<file path="src/hw/stream_src_pkg.sv">
// ##########################################################################
// stream source package
// shared widths, scratchpad depth and the source state type for the
// memory-to-stream subsystem
// ##########################################################################

package stream_src_pkg;

  // stream beat and memory word
  localparam int unsigned DATA_W = 32;

  // byte address, wraps modulo 4096
  localparam int unsigned ADDR_W = 12;

  // scratchpad depth in words
  localparam int unsigned MEM_WORDS = 1024;

  // word index bits, the two byte bits below are ignored
  localparam int unsigned MEM_AW = $clog2(MEM_WORDS);

  // beat count and stride
  localparam int unsigned CNT_W = 16;

  typedef enum logic [1:0] {
    SRC_IDLE    = 2'b00,
    SRC_WORKING = 2'b01,
    SRC_DRAIN   = 2'b10
  } src_state_e;

endpackage

</file>
<file path="src/hw/src_resp_buffer.sv">
// ##########################################################################
// source response buffer
// passes memory responses to the stream and keeps one that the stream
// did not take until it is accepted
// ##########################################################################

`timescale 1ns/1ps

module src_resp_buffer
  import stream_src_pkg::*;
(
  input  logic              clk_i,
  input  logic              rst_ni,
  input  logic              clear_i,
  input  logic              r_valid_i,
  input  logic [DATA_W-1:0] r_data_i,
  input  logic              out_ready_i,
  output logic              held_o,
  output logic              out_valid_o,
  output logic [DATA_W-1:0] out_data_o
);

  logic              held_q;
  logic [DATA_W-1:0] data_q;

  // r_valid never meets a held beat, the FSM waits for the buffer
  assign out_valid_o = r_valid_i || held_q;
  assign out_data_o  = held_q ? data_q : r_data_i;
  assign held_o      = held_q;

  always_ff @(posedge clk_i or negedge rst_ni) begin
    if (!rst_ni) begin
      held_q <= 1'b0;
    end else if (clear_i) begin
      held_q <= 1'b0;  // a response in this cycle is lost
    end else if (r_valid_i && !out_ready_i) begin
      held_q <= 1'b1;
    end else if (held_q && out_ready_i) begin
      held_q <= 1'b0;
    end
  end

  always_ff @(posedge clk_i) begin
    if (r_valid_i && !out_ready_i) begin
      data_q <= r_data_i;
    end
  end

endmodule

</file>
<file path="config.mk">
export PLATFORM = sky130hd
export DESIGN_NAME = src_resp_buffer
export DESIGN_NICKNAME = d
export VERILOG_FILES = /design/src/hw/stream_src_pkg.sv /design/src/hw/src_resp_buffer.sv
export SDC_FILE = /design/constraint.sdc
export NUM_CORES = 1
export LEC_CHECK = 0
export ABC_CLOCK_PERIOD_IN_PS = 900
export BUFFER_PORTS_ARGS = -buffer_cell sky130_fd_sc_hd__buf_2
export CAP_MARGIN = 5
export CELL_PAD_IN_SITES_DETAIL_PLACEMENT = 1
export CELL_PAD_IN_SITES_GLOBAL_PLACEMENT = 1
export CORE_UTILIZATION = 34
export DETAILED_ROUTE_END_ITERATION = 6
export PLACE_DENSITY = 0.75
export SLEW_MARGIN = 20
export SYNTH_ARGS = -nofsm -noshare
export SYNTH_HDL_FRONTEND = slang
export SYNTH_SLANG_ARGS = --single-unit
export TNS_END_PERCENT = 30
</file>
<file path="constraint.sdc">
create_clock -name clk_i -period 0.9 [get_ports clk_i]
set_input_delay 0.045 -clock clk_i [delete_from_list [all_inputs] [get_ports clk_i]]
set_output_delay 0.045 -clock clk_i [all_outputs]
set_load 0.02 [all_outputs]
</file>
==> results.sh <==
export IMPL_ys_ff_latch=33
export IMPL_synthDistinctLibCells=9
export IMPL_grt_pass1_vias=1267
export IMPL_powerDensity_nw_per_um2=1483
export IMPL_finClkSkew_ns=0
export IMPL_hold_violations=0
export IMPL_critPathArrivalTime_ns=1.39
export IMPL_clkSinkCount=33
export IMPL_period_needed_ns=1.432
export IMPL_rsz0062_at_grt="yes"
export IMPL_maxSlewHeadroom_pct=87.60
export IMPL_whs_ns=0.07830
export IMPL_finalSetupTns_ns=-16.51
export IMPL_cts_buffer_depth=2
export IMPL_fmax_ghz=0.6982
export IMPL_antenna_found_initial=0
export IMPL_synth_largest_area_cell="edfxtp_1"
export IMPL_drtAntennaViolNets=0
export IMPL_wl_per_cell_um=17.01
export IMPL_diodes=0
export IMPL_grt_pass1_wl_mm=6.354
export IMPL_area_growth_pct=62.23
export IMPL_filler_cell_count=443
export IMPL_cp_max_fo=16
export IMPL_status="finished with violations"
export IMPL_drc=0
export IMPL_post_route_period_util_pct=159.1
export IMPL_dpl_cell_area_um2=1986
export IMPL_drt_initial_drc_count=26
export IMPL_insertion_delay_ns=0.27
export IMPL_htreeDepth=2
export IMPL_setup_viol=35
export IMPL_critical_path_class="flip-flop to output pin"
export IMPL_violations="negative setup slack"
export IMPL_chipHeight_um=69.53
export IMPL_synth_seq_area_share_pct=63.60
export IMPL_syn_cell_area_um2=1550
export IMPL_hold_class="input port to async pin"
export IMPL_tightest_slew_ns=0.1856
export IMPL_placedCellCount=194
export IMPL_grt_max_degree=19
export IMPL_synth_top_area_share_pct=61.99
export IMPL_cts_made_buffers=5
export IMPL_stdcell_area_um2=2515
export IMPL_setup_ws_ns=-0.5322
export IMPL_path_clk_slew_ns=0.06
export IMPL_syn_num_nets=109
export IMPL_cts_root_buffer="clkbuf_8"
export IMPL_seq_area_um2=987.2
export IMPL_p_leak_nw=1.077
export IMPL_avgSynthCellArea_um2=21.53
export IMPL_multiInputGateArea_um2=503.0
export IMPL_gp_congestion=0.6737
export IMPL_overflow=0
export IMPL_dp_slack_ns=-0.2299
export IMPL_die_area_um2=4834
export IMPL_drv_slew=0
export IMPL_drive_gt1_share_pct=61.96
export IMPL_utilization_pct=57.76
export IMPL_viasPerCell=4.572
export IMPL_fin_total_pwr_mw=3.729
export IMPL_track_usage_pct=17.21
export IMPL_dr_pass1_iters=2
export IMPL_yosysWarningCount=0
export IMPL_pin_count=71
export IMPL_routed_wl_mm=4.015
export IMPL_synth_area_leaders="edfxtp_1 (62%), mux2_4 (29%), buf_12 (3.9%), dfrtp_1 (1.6%), mux2_2 (1.5%)"
export IMPL_instances_no_fill=236
export IMPL_worstPathRequired_ns=0.85
export IMPL_via_count=1079
export IMPL_num_rows=24
export IMPL_peakVddDrop_uv=1092
export IMPL_cp_end_kind="output pin"
export IMPL_nets=221
export IMPL_cp_start_kind="flip-flop"
export IMPL_die_w_um=69.53
export IMPL_port_buffers=70
export IMPL_design_core_area_um2=4354
export IMPL_start_util_pct=35.60
export IMPL_max_cap_violations=0
export IMPL_syn_inst=72
export IMPL_hpwl_mm=2.496
export IMPL_cts_tree="built"
==> flip-flops by register name (all words and copies together), names as in the netlist <==
register,cells
data_q,32
held_o,1
==> cells in the final DEF, fill, tap and decap left out <==
| master | instances |
|---|---|
| clkbuf_1 | 1 |
| dfrtp_2 | 1 |
| edfxtp_1 | 32 |
| or2_4 | 1 |
| clkinv_1 | 1 |
| buf_4 | 1 |
| dlygate4sd3_1 | 35 |
| nor2b_4 | 1 |
| buf_2 | 53 |
| buf_6 | 16 |
| clkbuf_8 | 5 |
| buf_12 | 4 |
| mux2_2 | 2 |
| nor3b_1 | 1 |
| mux2_4 | 30 |
==> cells by family (layout without fill, tap and decap cells) <==
kind of cell	Yosys count	in the layout	share of synthesized area, %
buf+inv	4	116	4.601
simple gates	3	3	1.292
flops	33	33	63.60
mux	32	32	30.51
==> synthesized netlist by cell type <==
master and number:
buf_6 1, nor2b_1 1, buf_12 3, edfxtp_1 32, or2_1 1, nor3b_1 1
mux2_2 2, mux2_4 30, dfrtp_1 1
==> worst max-delay path: stages, from the launching register on <==
cell and delay (ns):
dfrtp_2 0.41, buf_12 0.18, mux2_2 0.35, buf_2 0.16
==> per-layer routing <==
| metal | vias up | routed length [um] | global-route usage, % |
|---|---|---|---|
| met2 | 44 | 2336 | 32.58 |
| met3 | 2 | 222 | 5.669 |
| met1 | 533 | 1432 | 17.92 |
| li1 | 500 | - | - |
| met4 | 0 | 24 | 4.762 |
| met5 | - | 0 | 0 |
==> power breakdown <==
| group | internal (mW) | total (mW) | switching, mW |
|---|---|---|---|
| combinational | 0.498 | 0.875 | 0.377 |
| clock | 0.521 | 1.02 | 0.501 |
| sequential | 1.80 | 1.83 | 0.0326 |
==> path summary, 6_finish.rpt <==
kind,end,depth (start not counted),slack (ns),start
worst max-delay path,out_data_o[30],3,-0.53,held_o
worst min-delay path,held_o,2,0.08,rst_ni
worst max register to register,held_o,3,-0.20,held_o
worst min register to register,held_o,3,0.99,held_o
max in group asynchronous,held_o,2,0.73,rst_ni
min in group clk_i,held_o,3,0.23,r_valid_i
==> cell type report <==
cell class,instances,area share [%]
Clock buffer,6,2.886
Tap cell,52,2.587
Clock inverter,1,0.1493
Timing Repair Buffer,109,35.12
Sequential cell,33,39.25
Multi-Input combinational cell,35,20.00
==> timing repair <==
item | in CTS | in global routing
pin swaps | 0 | 0
resized for setup | 9 | 24
hold buffers | 35 | 0
buffers inserted | 0 | 0
hold endpoints to repair | 34 | 0
endpoints found under the setup margin | 35 | 35
No activity file was read; power rests on OpenSTA's default activity.
