===== config.mk =====
export PLATFORM = sky130hd
export DESIGN_NAME = src_ctrl_fsm
export DESIGN_NICKNAME = d
export VERILOG_FILES = /design/src/hw/stream_src_pkg.sv /design/src/hw/src_ctrl_fsm.sv
export SDC_FILE = /design/constraint.sdc
export NUM_CORES = 1
export LEC_CHECK = 0
export BUFFER_PORTS_ARGS = -buffer_cell sky130_fd_sc_hd__buf_2
export CAP_MARGIN = 15
export CORE_AREA = 2 2 39 41
export CTS_CLUSTER_SIZE = 20
export DETAILED_ROUTE_END_ITERATION = 7
export DIE_AREA = 0 0 41 43
export GPL_ROUTABILITY_DRIVEN = 0
export GPL_TIMING_DRIVEN = 0
export SLEW_MARGIN = 20
export SYNTH_ARGS = -nofsm -noshare
export SYNTH_HDL_FRONTEND = slang
export SYNTH_SLANG_ARGS = --single-unit

===== constraint.sdc =====
create_clock -name clk_i -period 2 [get_ports clk_i]
set_input_delay 0.2 -clock clk_i [delete_from_list [all_inputs] [get_ports clk_i]]
set_output_delay 0.2 -clock clk_i [all_outputs]
set_load 0.005 [all_outputs]

===== src/hw/stream_src_pkg.sv =====
// ##########################################################################
// stream source package
// shared widths, scratchpad depth and the source state type for the
// memory-to-stream subsystem
// ##########################################################################

package stream_src_pkg;

  // stream beat and memory word
  localparam int unsigned DATA_W = 32;

  // byte address, wraps modulo 4096
  localparam int unsigned ADDR_W = 12;

  // scratchpad depth in words
  localparam int unsigned MEM_WORDS = 1024;

  // word index bits, the two byte bits below are ignored
  localparam int unsigned MEM_AW = $clog2(MEM_WORDS);

  // beat count and stride
  localparam int unsigned CNT_W = 16;

  typedef enum logic [1:0] {
    SRC_IDLE    = 2'b00,
    SRC_WORKING = 2'b01,
    SRC_DRAIN   = 2'b10
  } src_state_e;

endpackage


===== src/hw/src_ctrl_fsm.sv =====
// ##########################################################################
// source control FSM
// starts a transfer, issues word reads while the stream can take them
// and pulses done once the last response has left the buffer
// ##########################################################################

`timescale 1ns/1ps

module src_ctrl_fsm
  import stream_src_pkg::*;
(
  input  logic clk_i,
  input  logic rst_ni,
  input  logic clear_i,
  input  logic start_i,
  input  logic out_ready_i,
  input  logic held_i,
  input  logic gnt_i,
  input  logic last_i,
  output logic ready_start_o,
  output logic req_o,
  output logic step_o,
  output logic load_o,
  output logic done_o
);

  src_state_e state_q, state_d;
  logic       pending_q;  // response to the last taken req arrives now
  logic       done_q, done_d;
  logic       idle_ready;

  // not ready while the done pulse is still out
  assign idle_ready    = (state_q == SRC_IDLE) && !done_q;
  assign ready_start_o = idle_ready;
  assign load_o        = idle_ready && start_i;

  // one beat in flight at most, so only ask when the buffer is free
  assign req_o  = (state_q == SRC_WORKING) && out_ready_i && !held_i && !clear_i;
  assign step_o = req_o && gnt_i;
  assign done_o = done_q;

  always_comb begin
    state_d = state_q;
    done_d  = 1'b0;
    case (state_q)
      SRC_IDLE: begin
        if (load_o) begin
          state_d = SRC_WORKING;
        end
      end
      SRC_WORKING: begin
        if (step_o && last_i) begin
          state_d = SRC_DRAIN;
        end
      end
      SRC_DRAIN: begin
        if (!pending_q && !held_i) begin  // last beat gone
          done_d  = 1'b1;
          state_d = SRC_IDLE;
        end
      end
      default: state_d = SRC_IDLE;
    endcase
  end

  always_ff @(posedge clk_i or negedge rst_ni) begin
    if (!rst_ni) begin
      state_q   <= SRC_IDLE;
      pending_q <= 1'b0;
      done_q    <= 1'b0;
    end else if (clear_i) begin
      state_q   <= SRC_IDLE;
      pending_q <= 1'b0;
      done_q    <= 1'b0;
    end else begin
      state_q   <= state_d;
      pending_q <= step_o;
      done_q    <= done_d;
    end
  end

endmodule


==> results_dict.tcl <==
set metrics [dict create \
    outcome "completed" \
    grt_pass1_vias 182 \
    overflow 0 \
    ff_latch_area_um2 100.1 \
    endpoint_kind "primary output" \
    period_needed_ps 1409 \
    cp_slowest_cell "dfrtp_1" \
    most-common-layout-cells "buf_2, dfrtp_1, nor3_1, nor2_1, clkbuf_4" \
    crit_chain "or2_1 -> nor3_1 -> buf_2" \
    vias 199 \
    critPathCapture "step_o" \
    post_cts_resized 0 \
    cts_setup_buffers 0 \
    worstHoldPathType "in -> reg" \
    drc 0 \
    period_share 0.7045 \
    grt_max_degree 6 \
    slowest_delay_ps 390 \
    relSlewSlack 0.8605 \
    tightest_slew_ps 208.6 \
    hold_slack_ps 156.4 \
    core_area_mm2 0.001384 \
    cts.sinks 4 \
    avgSynthCellArea_um2 10.45 \
    crit_arrival_ps 1210 \
    num-fill-cells 157 \
    multiInputGateArea_um2 105.1 \
    finalNetCount 46 \
    ir_worst_vdd_v 0.0002005 \
    finalSetupTns_ps 0 \
    grt_pass1_wl_um 655 \
    r2r-end "state_q[1]$_DFFE_PN0P_" \
    synthToLayoutAreaGrowth_pct 53.89 \
    rsz0062_at_grt "false" \
    die_area_mm2 0.001763 \
    worst-path-stages 3 \
    crit_type "reg -> out" \
    slew_viol_final 0 \
    synth_cell_types 13 \
    postSynthRegisterBits 4 \
    antenna_found_initial 0 \
    synth_nets 28 \
    start_util 0.1510 \
    ctsHoldBuffers 1 \
    routedWlPerCell_um 8.288 \
    final_common_cell "buf_2" \
    cp-start-kind "register" \
    worst-r2r-setup-slack_ps 960 \
    path_buf_inv 1 \
    powerDensity_mw_per_mm2 645.7 \
    cts_tree "done" \
    cts.path.max_buffers 2 \
    max_clock_freq_ghz 0.7097 \
    hpwlAfterDp_um 379.2 \
    syn_inst 20 \
    reg2reg_depth 2 \
    row_count 14 \
    synth-seq-area-share 0.4790 \
    die_x_um 41 \
    port_buffers 12 \
    cp_max_fo 4 \
    diodes 0 \
    clk_pin_slew_ps 30 \
    first_pass_iters 4 \
    postRouteAntennaNets 0 \
    insertion_delay_ps 230 \
    startpoint "state_q[1]$_DFFE_PN0P_" \
    via_per_inst 3.827 \
    final_hold_viol_count 0 \
    synthDominantCellAreaShare 0.4790 \
    cp_data_required_time_ps 1800 \
    cap_violations 0 \
    ios 13 \
    ys_top_cells_by_area "dfrtp_1, o32ai_2, nor3_1" \
    die_h_um 43 \
    crit_family "simple AND/OR/NAND/NOR gates" \
    h-tree-depth 1 \
    finClkSkew_ps 0.9933 \
    synth_warnings 0 \
    routed_wl_um 431 \
    cts_root_buf "clkbuf_4" \
    yosysTopAreaCell "dfrtp_1" \
    gr-usage-all-layers 0.06036 \
    timing.rr.start "state_q[1]$_DFFE_PN0P_" \
    drt-initial-drc-count 2 \
    layout-drive-gt1-share 0.5000 \
    setup_viol 0 \
    cts_made_buffers 3 \
    netlist_area_um2 209.0 \
    p_leak_nw 0.1626 \
]
-- through the flow --
| step | instances | power (mW) | instance area [um2] | setup slack (ps) | utilization |
|---|---|---|---|---|---|
| after floorplan | 20 | 0.09757 | 209.0 | 944.6 | - |
| after global placement | 48 | 0.1116 | 289.0 | 838.2 | 0.2089 |
| after detailed placement | 48 | 0.1118 | 289.0 | 836.8 | 0.2089 |
| after CTS | 52 | 0.2147 | 321.6 | 583.4 | 0.2324 |
| after global routing | 52 | 0.2253 | 321.6 | 515.5 | 0.2324 |
| final | 52 | 0.2076 | 321.6 | 591.0 | 0.2324 |
-- flip-flops by register name, indices dropped and copies added, names as in the netlist --
| name | cells |
|---|---|
| state_q | 2 |
| done_o | 1 |
| pending_q | 1 |
-- worst min-delay path by stage --
| stage | from | end | slack (ps) | cells past startpoint |
|---|---|---|---|---|
| final | held_i | done_o$_DFF_PN0_ | 160 | 2 |
| after global routing | held_i | done_o$_DFF_PN0_ | 150 | 2 |
| after CTS | held_i | done_o$_DFF_PN0_ | 150 | 2 |
| after detailed placement | rst_ni | state_q[1]$_DFFE_PN0P_ | 8 | 1 |
| after global placement | rst_ni | pending_q$_DFF_PN0_ | 5 | 1 |
| after floorplan | rst_ni | done_o$_DFF_PN0_ | -100 | 0 |
-- worst reg2reg max path, cell delays in order, from the launching register on --
cell	delay, ps
dfrtp_1	390
or2_1	280
o32ai_2	270
-- metal layers --
metal / GRT usage / vias to the layer above / routed length [um] / part of all wire
met5: 0 / - / 0 / 0
met3: 0.03141 / 0 / 46 / 0.11
met1: 0.05502 / 88 / 157 / 0.36
met4: 0.06000 / 0 / 0 / 0
met2: 0.08750 / 7 / 226 / 0.52
li1: - / 104 / - / -
-- synthesized netlist by cell type --
library cell  n
nand2_1       1
inv_1         1
nor2b_1       1
and2_1        1
nor3_2        1
or3b_4        1
nor3_1        3
o221a_1       1
nand3b_1      1
or2_1         1
o32ai_2       1
dfrtp_1       4
nor2_1        3
-- where the power goes --
group | leakage (nW) | total [mW] | internal [mW] | switching, mW
logic | 0.0944 | 0.0264 | 0.0143 | 0.0121
registers | 0.0544 | 0.0853 | 0.0835 | 0.00180
clock network | 0.0138 | 0.0959 | 0.0668 | 0.0291
-- kinds of logic (layout without fill, tap and decap cells) --
group / count (synthesis) / count (layout) / share of synthesized area
DFF: 4 / 4 / 0.4791
buffers and inverters: 1 / 17 / 0.01795
and+or+nand+nor: 13 / 13 / 0.3713
AOI/OAI and AO/OA: 2 / 2 / 0.1318
-- layout make-up --
| cell class | count | area share |
|---|---|---|
| Multi-Input combinational cell | 15 | 0.3268 |
| Clock buffer | 3 | 0.07004 |
| Timing Repair Buffer | 13 | 0.2179 |
| Tap cell | 16 | 0.06226 |
| Sequential cell | 4 | 0.3113 |
| Inverter | 1 | 0.01167 |
Note: power is estimated with default switching activity, not from simulation.
